**src/cce_pkg.sv**
```systemverilog
//**********************************************************
// shared definitions for the CCE microcode decoder:
// widths, major and minor opcode encodings, operand-format
// union, instruction word and decoded control word
//**********************************************************

package cce_pkg;

  // instruction and datapath widths
  localparam int inst_width    = 32;
  localparam int pc_width      = 8;
  localparam int opd_width     = 4;
  localparam int gpr_sel_width = 3;
  localparam int num_gpr       = 8;
  localparam int num_flags     = 16;
  localparam int num_special   = 16;
  localparam int imm16_width   = 16;
  localparam int imm8_width    = 8;

  // major opcode, anything above reg_data is invalid
  typedef enum logic [2:0] {
    e_op_alu      = 3'd0,
    e_op_branch   = 3'd1,
    e_op_reg_data = 3'd2
  } cce_op_e;

  typedef logic [3:0] cce_minor_op_t;

  // operand field is what remains after op, minor op, branch and predict bits
  localparam int opd_fmt_width = inst_width - $bits(cce_op_e) - $bits(cce_minor_op_t) - 2;

  localparam int rtype_pad_width  = opd_fmt_width - 3 * opd_width;
  localparam int itype_pad_width  = opd_fmt_width - opd_width - imm16_width;
  localparam int btype_pad_width  = opd_fmt_width - pc_width - 2 * opd_width;
  localparam int bitype_pad_width = opd_fmt_width - pc_width - opd_width - imm8_width;

  // alu minor opcodes
  localparam cce_minor_op_t e_add_op  = 4'd0;
  localparam cce_minor_op_t e_sub_op  = 4'd1;
  localparam cce_minor_op_t e_lsh_op  = 4'd2;
  localparam cce_minor_op_t e_rsh_op  = 4'd3;
  localparam cce_minor_op_t e_and_op  = 4'd4;
  localparam cce_minor_op_t e_or_op   = 4'd5;
  localparam cce_minor_op_t e_xor_op  = 4'd6;
  localparam cce_minor_op_t e_neg_op  = 4'd7;
  localparam cce_minor_op_t e_addi_op = 4'd8;
  localparam cce_minor_op_t e_subi_op = 4'd9;
  localparam cce_minor_op_t e_lshi_op = 4'd10;
  localparam cce_minor_op_t e_rshi_op = 4'd11;
  localparam cce_minor_op_t e_not_op  = 4'd12;

  // branch minor opcodes
  localparam cce_minor_op_t e_beq_op  = 4'd0;
  localparam cce_minor_op_t e_bne_op  = 4'd1;
  localparam cce_minor_op_t e_blt_op  = 4'd2;
  localparam cce_minor_op_t e_ble_op  = 4'd3;
  localparam cce_minor_op_t e_bs_op   = 4'd4;
  localparam cce_minor_op_t e_bss_op  = 4'd5;
  localparam cce_minor_op_t e_beqi_op = 4'd6;
  localparam cce_minor_op_t e_bsi_op  = 4'd7;

  // register data move minor opcodes
  localparam cce_minor_op_t e_mov_op   = 4'd0;
  localparam cce_minor_op_t e_movsg_op = 4'd1;
  localparam cce_minor_op_t e_movgs_op = 4'd2;
  localparam cce_minor_op_t e_movfg_op = 4'd3;
  localparam cce_minor_op_t e_movgf_op = 4'd4;
  localparam cce_minor_op_t e_movi_op  = 4'd5;
  localparam cce_minor_op_t e_movis_op = 4'd6;
  localparam cce_minor_op_t e_clm_op   = 4'd7;

  typedef enum logic [3:0] {
    e_alu_none,
    e_alu_add,
    e_alu_sub,
    e_alu_lsh,
    e_alu_rsh,
    e_alu_and,
    e_alu_or,
    e_alu_xor,
    e_alu_neg,
    e_alu_not
  } cce_alu_op_e;

  typedef enum logic [1:0] {
    e_branch_eq,
    e_branch_neq,
    e_branch_lt,
    e_branch_le
  } cce_branch_op_e;

  typedef enum logic [2:0] {
    e_src_sel_none,
    e_src_sel_gpr,
    e_src_sel_imm,
    e_src_sel_special,
    e_src_sel_flag
  } cce_src_sel_e;

  typedef enum logic [1:0] {
    e_dst_sel_none,
    e_dst_sel_gpr,
    e_dst_sel_special,
    e_dst_sel_flag
  } cce_dst_sel_e;

  // special operand numbers
  localparam logic [opd_width-1:0] opd_req_lce  = 4'd0;
  localparam logic [opd_width-1:0] opd_req_addr = 4'd1;
  localparam logic [opd_width-1:0] opd_flags    = 4'd8;

  // operand formats, all the same width
  typedef struct packed {
    logic [opd_width-1:0]       dst;
    logic [opd_width-1:0]       src_a;
    logic [opd_width-1:0]       src_b;
    logic [rtype_pad_width-1:0] pad;
  } cce_rtype_s;

  typedef struct packed {
    logic [opd_width-1:0]       dst;
    logic [imm16_width-1:0]     imm16;
    logic [itype_pad_width-1:0] pad;
  } cce_itype_s;

  typedef struct packed {
    logic [pc_width-1:0]        target;
    logic [opd_width-1:0]       src_a;
    logic [opd_width-1:0]       src_b;
    logic [btype_pad_width-1:0] pad;
  } cce_btype_s;

  typedef struct packed {
    logic [pc_width-1:0]         target;
    logic [opd_width-1:0]        src_a;
    logic [imm8_width-1:0]       imm8;
    logic [bitype_pad_width-1:0] pad;
  } cce_bitype_s;

  typedef union packed {
    cce_rtype_s  rtype;
    cce_itype_s  itype;
    cce_btype_s  btype;
    cce_bitype_s bitype;
  } cce_opd_u;

  typedef struct packed {
    cce_op_e       op;
    cce_minor_op_t minor_op;
    logic          branch;
    logic          predict_taken;
    cce_opd_u      opd;
  } cce_inst_s;

  typedef struct packed {
    logic                   v;
    logic                   branch;
    logic                   predict_taken;
    cce_op_e                op;
    cce_minor_op_t          minor_op;
    cce_alu_op_e            alu_op;
    cce_branch_op_e         branch_op;
    cce_src_sel_e           src_a_sel;
    logic [opd_width-1:0]   src_a;
    cce_src_sel_e           src_b_sel;
    logic [opd_width-1:0]   src_b;
    cce_dst_sel_e           dst_sel;
    logic [opd_width-1:0]   dst;
    logic [imm16_width-1:0] imm;
    logic [pc_width-1:0]    branch_target;
    logic [num_gpr-1:0]     gpr_w_v;
    logic [num_flags-1:0]   flag_w_v;
    logic [num_special-1:0] special_w_v;
    logic                   mshr_clear;
  } cce_decoded_s;

endpackage

```
**src/cce_stage_reg.sv**
```systemverilog
//**********************************************************
// execute-stage register for instruction, PC and valid bit
// stall holds all three, mispredict squashes the next valid
//**********************************************************

`timescale 1ns/1ps

module cce_stage_reg (
  input  logic                         clk_i,
  input  logic                         reset_i,
  input  cce_pkg::cce_inst_s           inst_i,
  input  logic [cce_pkg::pc_width-1:0] pc_i,
  input  logic                         inst_v_i,
  input  logic                         stall_i,
  input  logic                         mispredict_i,
  output cce_pkg::cce_inst_s           inst_o,
  output logic [cce_pkg::pc_width-1:0] pc_o,
  output logic                         inst_v_o
);

  logic inst_v_n;

  // the fetch-stage word is still loaded on a mispredict, only its valid drops
  assign inst_v_n = inst_v_i & ~mispredict_i;

  always_ff @(posedge clk_i) begin
    if (reset_i) begin
      inst_o   <= '0;
      pc_o     <= '0;
      inst_v_o <= 1'b0;
    end else if (!stall_i) begin
      inst_o   <= inst_i;
      pc_o     <= pc_i;
      inst_v_o <= inst_v_n;
    end
    // stall keeps everything so the same instruction replays
  end

endmodule

```
**src/cce_alu_decode.sv**
```systemverilog
//**********************************************************
// ALU class decoder
// minor opcode to ALU function, source selects and the
// one-hot GPR write enable
//**********************************************************

`timescale 1ns/1ps

module cce_alu_decode (
  input  cce_pkg::cce_inst_s    inst_i,
  output cce_pkg::cce_decoded_s decoded_o
);

  cce_pkg::cce_alu_op_e alu_op;
  logic                 reg_form;
  logic                 imm_form;

  always_comb begin
    alu_op   = cce_pkg::e_alu_none;
    reg_form = 1'b0;
    imm_form = 1'b0;
    case (inst_i.minor_op)
      cce_pkg::e_add_op: begin
        alu_op   = cce_pkg::e_alu_add;
        reg_form = 1'b1;
      end
      cce_pkg::e_sub_op: begin
        alu_op   = cce_pkg::e_alu_sub;
        reg_form = 1'b1;
      end
      cce_pkg::e_lsh_op: begin
        alu_op   = cce_pkg::e_alu_lsh;
        reg_form = 1'b1;
      end
      cce_pkg::e_rsh_op: begin
        alu_op   = cce_pkg::e_alu_rsh;
        reg_form = 1'b1;
      end
      cce_pkg::e_and_op: begin
        alu_op   = cce_pkg::e_alu_and;
        reg_form = 1'b1;
      end
      cce_pkg::e_or_op: begin
        alu_op   = cce_pkg::e_alu_or;
        reg_form = 1'b1;
      end
      cce_pkg::e_xor_op: begin
        alu_op   = cce_pkg::e_alu_xor;
        reg_form = 1'b1;
      end
      cce_pkg::e_addi_op: begin
        alu_op   = cce_pkg::e_alu_add;
        imm_form = 1'b1;
      end
      cce_pkg::e_subi_op: begin
        alu_op   = cce_pkg::e_alu_sub;
        imm_form = 1'b1;
      end
      cce_pkg::e_lshi_op: begin
        alu_op   = cce_pkg::e_alu_lsh;
        imm_form = 1'b1;
      end
      cce_pkg::e_rshi_op: begin
        alu_op   = cce_pkg::e_alu_rsh;
        imm_form = 1'b1;
      end
      // single-operand forms
      cce_pkg::e_neg_op: alu_op = cce_pkg::e_alu_neg;
      cce_pkg::e_not_op: alu_op = cce_pkg::e_alu_not;
      default: alu_op = cce_pkg::e_alu_none;
    endcase
  end

  always_comb begin
    decoded_o = '0;
    // unknown minor op leaves the fragment all zero
    if (alu_op != cce_pkg::e_alu_none) begin
      decoded_o.alu_op = alu_op;
      // dst sits in the same bits for rtype and itype
      decoded_o.dst_sel = cce_pkg::e_dst_sel_gpr;
      decoded_o.dst     = inst_i.opd.rtype.dst;
      decoded_o.gpr_w_v[inst_i.opd.rtype.dst[cce_pkg::gpr_sel_width-1:0]] = 1'b1;
      decoded_o.src_a_sel = cce_pkg::e_src_sel_gpr;
      decoded_o.src_a     = inst_i.opd.rtype.src_a;
      if (reg_form) begin
        decoded_o.src_b_sel = cce_pkg::e_src_sel_gpr;
        decoded_o.src_b     = inst_i.opd.rtype.src_b;
      end
      if (imm_form) begin
        decoded_o.src_b_sel = cce_pkg::e_src_sel_imm;
        decoded_o.imm       = inst_i.opd.itype.imm16;
      end
    end
  end

endmodule

```
**src/cce_branch_decode.sv**
```systemverilog
//**********************************************************
// branch class decoder
// compare op, source selects, zero-extended imm8 and target
//**********************************************************

`timescale 1ns/1ps

module cce_branch_decode (
  input  cce_pkg::cce_inst_s    inst_i,
  output cce_pkg::cce_decoded_s decoded_o
);

  cce_pkg::cce_btype_s  btype;
  cce_pkg::cce_bitype_s bitype;

  assign btype  = inst_i.opd.btype;
  assign bitype = inst_i.opd.bitype;

  always_comb begin
    decoded_o = '0;
    // target and src_a sit in the same place for btype and bitype
    decoded_o.branch_target = btype.target;
    decoded_o.src_a         = btype.src_a;
    decoded_o.src_a_sel     = cce_pkg::e_src_sel_gpr;
    decoded_o.src_b         = btype.src_b;
    decoded_o.src_b_sel     = cce_pkg::e_src_sel_gpr;
    case (inst_i.minor_op)
      cce_pkg::e_beq_op: decoded_o.branch_op = cce_pkg::e_branch_eq;
      cce_pkg::e_bne_op: decoded_o.branch_op = cce_pkg::e_branch_neq;
      cce_pkg::e_blt_op: decoded_o.branch_op = cce_pkg::e_branch_lt;
      cce_pkg::e_ble_op: decoded_o.branch_op = cce_pkg::e_branch_le;
      // special compared against a gpr
      cce_pkg::e_bs_op: begin
        decoded_o.branch_op = cce_pkg::e_branch_eq;
        decoded_o.src_a_sel = cce_pkg::e_src_sel_special;
      end
      cce_pkg::e_bss_op: begin
        decoded_o.branch_op = cce_pkg::e_branch_eq;
        decoded_o.src_a_sel = cce_pkg::e_src_sel_special;
        decoded_o.src_b_sel = cce_pkg::e_src_sel_special;
      end
      // immediate forms take imm8 as source b, no src_b register
      cce_pkg::e_beqi_op: begin
        decoded_o.branch_op = cce_pkg::e_branch_eq;
        decoded_o.src_b_sel = cce_pkg::e_src_sel_imm;
        decoded_o.src_b     = '0;
        decoded_o.imm       = {{(cce_pkg::imm16_width - cce_pkg::imm8_width){1'b0}},
                               bitype.imm8};
      end
      cce_pkg::e_bsi_op: begin
        decoded_o.branch_op = cce_pkg::e_branch_eq;
        decoded_o.src_a_sel = cce_pkg::e_src_sel_special;
        decoded_o.src_b_sel = cce_pkg::e_src_sel_imm;
        decoded_o.src_b     = '0;
        decoded_o.imm       = {{(cce_pkg::imm16_width - cce_pkg::imm8_width){1'b0}},
                               bitype.imm8};
      end
      default: decoded_o = '0;
    endcase
  end

endmodule

```
**src/cce_move_decode.sv**
```systemverilog
//**********************************************************
// register data move decoder
// source and destination selects, GPR, flag and special
// write enables, MSHR clear
//**********************************************************

`timescale 1ns/1ps

module cce_move_decode (
  input  cce_pkg::cce_inst_s    inst_i,
  output cce_pkg::cce_decoded_s decoded_o
);

  cce_pkg::cce_rtype_s rtype;
  cce_pkg::cce_itype_s itype;

  assign rtype = inst_i.opd.rtype;
  assign itype = inst_i.opd.itype;

  always_comb begin
    decoded_o = '0;
    // dst is common to rtype and itype, src_a only means something for rtype
    decoded_o.dst   = rtype.dst;
    decoded_o.src_a = rtype.src_a;
    case (inst_i.minor_op)
      cce_pkg::e_mov_op: begin
        decoded_o.src_a_sel = cce_pkg::e_src_sel_gpr;
        decoded_o.dst_sel   = cce_pkg::e_dst_sel_gpr;
      end
      cce_pkg::e_movsg_op: begin
        decoded_o.src_a_sel = cce_pkg::e_src_sel_special;
        decoded_o.dst_sel   = cce_pkg::e_dst_sel_gpr;
      end
      cce_pkg::e_movgs_op: begin
        decoded_o.src_a_sel = cce_pkg::e_src_sel_gpr;
        decoded_o.dst_sel   = cce_pkg::e_dst_sel_special;
      end
      cce_pkg::e_movfg_op: begin
        decoded_o.src_a_sel = cce_pkg::e_src_sel_flag;
        decoded_o.dst_sel   = cce_pkg::e_dst_sel_gpr;
      end
      cce_pkg::e_movgf_op: begin
        decoded_o.src_a_sel = cce_pkg::e_src_sel_gpr;
        decoded_o.dst_sel   = cce_pkg::e_dst_sel_flag;
      end
      cce_pkg::e_movi_op: begin
        decoded_o.src_a_sel = cce_pkg::e_src_sel_imm;
        decoded_o.src_a     = '0;
        decoded_o.imm       = itype.imm16;
        decoded_o.dst_sel   = cce_pkg::e_dst_sel_gpr;
      end
      cce_pkg::e_movis_op: begin
        decoded_o.src_a_sel = cce_pkg::e_src_sel_imm;
        decoded_o.src_a     = '0;
        decoded_o.imm       = itype.imm16;
        decoded_o.dst_sel   = cce_pkg::e_dst_sel_special;
      end
      cce_pkg::e_clm_op: begin
        decoded_o            = '0;
        decoded_o.mshr_clear = 1'b1;
      end
      default: decoded_o = '0;
    endcase

    // write enables follow from the destination kind
    case (decoded_o.dst_sel)
      cce_pkg::e_dst_sel_gpr: begin
        decoded_o.gpr_w_v[decoded_o.dst[cce_pkg::gpr_sel_width-1:0]] = 1'b1;
      end
      cce_pkg::e_dst_sel_flag: begin
        decoded_o.flag_w_v[decoded_o.dst] = 1'b1;
      end
      cce_pkg::e_dst_sel_special: begin
        decoded_o.special_w_v[decoded_o.dst] = 1'b1;
        // writing the flags special rewrites every flag
        if (decoded_o.dst == cce_pkg::opd_flags) begin
          decoded_o.flag_w_v = '1;
        end
      end
      default: begin
      end
    endcase
  end

endmodule

```
**src/cce_inst_decode.sv**
```systemverilog
//**********************************************************
// decode and execute stage of the CCE microcode engine
// stage register, the three class decoders, class select
// and valid gating of the control word
//**********************************************************

`timescale 1ns/1ps

module cce_inst_decode (
  input  logic                         clk_i,
  input  logic                         reset_i,
  input  cce_pkg::cce_inst_s           inst_i,
  input  logic [cce_pkg::pc_width-1:0] pc_i,
  input  logic                         inst_v_i,
  input  logic                         stall_i,
  input  logic                         mispredict_i,
  output cce_pkg::cce_decoded_s        decoded_o,
  output logic [cce_pkg::pc_width-1:0] pc_o
);

  cce_pkg::cce_inst_s           inst_r;
  logic [cce_pkg::pc_width-1:0] pc_r;
  logic                         inst_v_r;

  cce_pkg::cce_decoded_s alu_dec;
  cce_pkg::cce_decoded_s branch_dec;
  cce_pkg::cce_decoded_s move_dec;
  cce_pkg::cce_decoded_s class_dec;

  cce_stage_reg i_stage_reg (
    .clk_i        (clk_i),
    .reset_i      (reset_i),
    .inst_i       (inst_i),
    .pc_i         (pc_i),
    .inst_v_i     (inst_v_i),
    .stall_i      (stall_i),
    .mispredict_i (mispredict_i),
    .inst_o       (inst_r),
    .pc_o         (pc_r),
    .inst_v_o     (inst_v_r)
  );

  // each decoder sees the held word regardless of op and valid
  cce_alu_decode i_alu_decode (
    .inst_i    (inst_r),
    .decoded_o (alu_dec)
  );

  cce_branch_decode i_branch_decode (
    .inst_i    (inst_r),
    .decoded_o (branch_dec)
  );

  cce_move_decode i_move_decode (
    .inst_i    (inst_r),
    .decoded_o (move_dec)
  );

  always_comb begin
    case (inst_r.op)
      cce_pkg::e_op_alu:      class_dec = alu_dec;
      cce_pkg::e_op_branch:   class_dec = branch_dec;
      cce_pkg::e_op_reg_data: class_dec = move_dec;
      default:                class_dec = '0;
    endcase

    decoded_o = '0;
    if (inst_v_r) begin
      decoded_o               = class_dec;
      decoded_o.v             = 1'b1;
      decoded_o.branch        = inst_r.branch;
      decoded_o.predict_taken = inst_r.predict_taken;
      decoded_o.op            = inst_r.op;
      decoded_o.minor_op      = inst_r.minor_op;
    end
  end

  assign pc_o = pc_r;

endmodule

```
**config.mk**
```make
export PLATFORM = sky130hd
export DESIGN_NAME = cce_inst_decode
export DESIGN_NICKNAME = d
export VERILOG_FILES = /design/src/cce_pkg.sv /design/src/cce_stage_reg.sv /design/src/cce_alu_decode.sv /design/src/cce_branch_decode.sv /design/src/cce_move_decode.sv /design/src/cce_inst_decode.sv
export SDC_FILE = /design/constraint.sdc
export NUM_CORES = 1
export LEC_CHECK = 0
export ABC_AREA = 1
export BUFFER_PORTS_ARGS = -buffer_cell sky130_fd_sc_hd__buf_4
export CAP_MARGIN = 20
export CORE_UTILIZATION = 48
export CTS_CLUSTER_SIZE = 10
export DETAILED_ROUTE_END_ITERATION = 16
export PLACE_DENSITY = 0.92
export SLEW_MARGIN = 20
export SYNTH_ARGS = -nofsm -noshare
export SYNTH_HDL_FRONTEND = slang
export SYNTH_SLANG_ARGS = --single-unit
```
**constraint.sdc**
```tcl
create_clock -name clk_i -period 3.1 [get_ports clk_i]
set_input_delay 0.31 -clock clk_i [delete_from_list [all_inputs] [get_ports clk_i]]
set_output_delay 0.31 -clock clk_i [all_outputs]
set_load 0.02 [all_outputs]
```
==> impl_summary.md <==
Outcome
The flow ran to the end, and the final reports show no timing, DRC or antenna violations.

Setup path
Walking the worst path, the cells encountered are inv_2 -> o211ai_2 -> nand3_4 -> a21oi_1 -> buf_4. The category of the worst setup path capture point is an output port. The critical path arrival is around 2.1 ns. The worst setup path is launched from a flop. The slowest stage of the critical path is the sky130_fd_sc_hd__dfxtp_1 cell. The kind of cell adding the most delay to the critical path is flip-flops. The kind of critical path is reg2out. The required time at the endpoint of the critical path is between 2 and 3 ns.

Together, buffers and inverters on the worst path number 2. In this design, the stage delay of the slowest critical-path cell is slightly below 0.7 ns. In this run the worst setup path begins at i_stage_reg.inst_o[28]. The startpoint identified for the worst register-to-register timing path is i_stage_reg.inst_v_o. The maximum fanout encountered on the critical timing path is 15.

Yosys
Of all cell types, the one taking the most synthesized area is sky130_fd_sc_hd__dfxtp_1. Counting flops with a built-in enable in the synthesized netlist gives 0. In this run the mean area of a mapped cell was roughly 6.2 sq um.

In the synthesized netlist the dominant register cell turns out to be sky130_fd_sc_hd__dfxtp_1. The number of warnings reported in the yosys synthesis log is 0. sky130_fd_sc_hd__nor2_1 is the most common cell in the netlist. After synthesis, the cell types taking the most area are sky130_fd_sc_hd__dfxtp_1, sky130_fd_sc_hd__nor2_1, sky130_fd_sc_hd__nand2_1.

The netlist uses 31 different library cells. Synthesis produced a netlist whose cell count is roughly 430. The share of synthesized area in the top cell type comes to 0.2841. The synthesized flop and latch total is 38. The share of flip-flops with an asynchronous set or reset after synthesis is 0. The proportion of synthesized chip area in sequential cells is 0.2841. The netlist area before placement is 2678 sq um. Ranked by instance count, the synthesized netlist is headed by sky130_fd_sc_hd__nor2_1, sky130_fd_sc_hd__nand2_1, sky130_fd_sc_hd__o21ai_0, sky130_fd_sc_hd__dfxtp_1. Counting every net in the synthesized netlist gives 479.

Placement
The number of cells after detailed placement is 630. The placer's final routability congestion estimate is a little over 0.9. The count of buffers added on input and output ports is ~150. The placed wire-length estimate is between 6000 and 7000 microns. Prior to clock tree synthesis, the placed netlist has a worst setup slack of slightly above 1 ns.

Timing
The count of final hold-check violations is 0. Timing would allow up to approximately 410 MHz. Setup repair after global routing left no endpoint under its margin. The final worst-path cycle share is 0.7870. For the pin with the worst max-slew slack, the measured transition is just over 0.9 ns. In the post-route analysis, the smallest setup slack over all paths is roughly 0.66 ns.

For the final database, setup skew stands at 0 ns. The headroom to the max-slew limit is 0.3860. The max-slew violation count was 0. The worst path needs 2.440 ns of the cycle, external delays included. Setup total negative slack on the finished layout was measured at 0 ns. Setup violations remaining at the end of the flow were counted as 0.

Finish
After filler insertion, the fill cell instance count of the layout stands at 439. The post-layout instance count excluding filler cells is approximately 640. The number of nets in the finished design is around 610. The antenna diode count is 0.

The synthesis-to-finish area growth is 44.07%. The fraction of final layout cells with drive strength greater than 1 is 0.3345.

Detailed routing
The routed layout has 3356 vias. The initial detailed-routing violation count is around 250. The first detailed-routing pass ran for 5 iterations. Summed over all layers, the routed wires come to roughly 8300 microns. In the final routed layout, each cell accounts on average for 12.98 microns. The antenna violation net count after detailed routing is 0. The ratio of routed vias to standard cells is 5.260. The remaining design rule violation count is 0.

Clock tree
The number of hold-repair buffers added at the cts stage is 0. The clock latency at the later pin of the worst-skew pair is ~0.28 ns. The total CTS buffers is 5. Clock-pin slew was measured on the worst setup and hold paths at 0.07 ns. TritonCTS built the clock tree.

The number of clock sinks is 38. The H-tree depth is 2. Gates resized during post-CTS repair numbered 0.

Clock tree synthesis selected as its root buffer the cell sky130_fd_sc_hd__clkbuf_8. The buffers inserted during post-CTS setup optimization is 0. The maximum buffer depth of the clock tree is 2.

Die
The initial utilization of the core area, before any placement, comes to 0.5112. The placeable core region is around 5200 sq um. In this run the count of I/O pins placed on the die edge is ~150. The floorplan step set the die width to between 70 and 80 microns. The height of the die is 76.69 microns.

The standard-cell row count is 26. The die outline area is about 5900 sq um.

GRT
The residual overflow from global routing is 0. The first-pass GRT wire length is about 14000 microns. The number of antenna violations at the first check in global routing came to 0. Entering global routing, the biggest net connects 52 pins. The via count of the first global-routing pass is ~3000. The total track usage is 0.2795.

Min path
The class of the most critical hold timing path is in2reg. The startpoint identified for the worst hold timing path is reset_i.

Job
The max-capacitance violation count is 0.

Pwr
Across the VDD grid, the largest voltage drop is about 0.00027 V. The power per cell area is 332.1 nW/um^2. In this run the static leakage power is around 1.9 nW.
final timing paths:
path | end | slack (ns) | depth (start not counted)
worst min-delay path | i_stage_reg.inst_v_o | 0.19 | 2
worst max-delay path | decoded_o[20] | 0.66 | 5
worst min register to register | i_stage_reg.inst_o[6] | 0.49 | 2
worst max register to register | i_stage_reg.inst_v_o | 1.74 | 2
power by group:
| group | internal (W) | switching (W) |
|---|---|---|
| Combinational | 0.000114 | 0.000195 |
| Clock | 0.000241 | 0.000169 |
| Sequential | 0.000523 | 0.0000395 |
logic make-up (layout without fill, tap and decap cells):
kind of cell | Yosys count | in the layout | share of synthesized area
AO/OA/AOI/OAI | 93 | 93 | 0.1953
other | 1 | 1 | 0.001401
AND/OR/NAND/NOR | 233 | 233 | 0.4028
flip-flops | 38 | 38 | 0.2841
buffers and inverters | 69 | 203 | 0.1164
per-stage QoR:
stage	hold WS [ns]	util	instance area (sq um)	total power, W
2_1_floorplan	0.3885	-	2678	0.0007721
3_3_place_gp	0.4636	0.7162	3751	0.0008707
3_5_place_dp	0.4732	0.7162	3751	0.0008784
4_1_cts	0.1890	0.7365	3857	0.001282
5_1_grt	0.1941	0.7365	3857	0.001342
6_report	0.1914	0.7365	3857	0.001281
metal layers:
layer | track usage | up-vias | wire length [microns]
met5 | 0 | - | 0
met4 | 0.07885 | 0 | 157
met3 | 0.07381 | 14 | 780
met2 | 0.4866 | 173 | 4056
met1 | 0.3350 | 1499 | 3286
li1 | - | 1670 | -
final cells by class:
cell class / instances / area [sq um] / share of cell area
Timing Repair Buffer: 150 / 1126 / 0.2919
Multi-Input combinational cell: 327 / 1605 / 0.4162
Inverter: 45 / 171.4 / 0.04444
Clock buffer: 7 / 76.32 / 0.01979
Tap cell: 70 / 87.58 / 0.02271
Clock inverter: 1 / 30.03 / 0.007785
Sequential cell: 38 / 760.7 / 0.1972
state kept, by name, summed over array words and instances (netlist names):
register / count
i_stage_reg.inst_v_o: 1
i_stage_reg.pc_o: 8
i_stage_reg.inst_o: 29
worst register-to-register path, cell delays in order (launching register included):
cell and delay [ns]:
sky130_fd_sc_hd__dfxtp_1 0.57, sky130_fd_sc_hd__clkinv_1 0.38, sky130_fd_sc_hd__a211oi_1 0.32
cells in the final DEF, fill, tap and decap left out, types with 2 or more instances in the layout:
cell and n:
sky130_fd_sc_hd__inv_1 36, sky130_fd_sc_hd__nand3_4 3, sky130_fd_sc_hd__a22oi_1 4, sky130_fd_sc_hd__nand2_1 58, sky130_fd_sc_hd__nand2_2 2, sky130_fd_sc_hd__dfxtp_1 38
sky130_fd_sc_hd__clkinv_1 2, sky130_fd_sc_hd__a211oi_1 2, sky130_fd_sc_hd__nor2_2 7, sky130_fd_sc_hd__nor2_4 3, sky130_fd_sc_hd__clkbuf_1 2, sky130_fd_sc_hd__a21oi_2 4
sky130_fd_sc_hd__a21oi_1 36, sky130_fd_sc_hd__nor3_1 10, sky130_fd_sc_hd__o22ai_1 5, sky130_fd_sc_hd__nor2_1 109, sky130_fd_sc_hd__clkbuf_8 5, sky130_fd_sc_hd__nor2_8 2
sky130_fd_sc_hd__nand4_1 3, sky130_fd_sc_hd__inv_2 6, sky130_fd_sc_hd__o21ai_0 39, sky130_fd_sc_hd__buf_4 150, sky130_fd_sc_hd__nand3_1 32, sky130_fd_sc_hd__nand3_2 4
No activity file was read; power rests on OpenSTA's default activity.
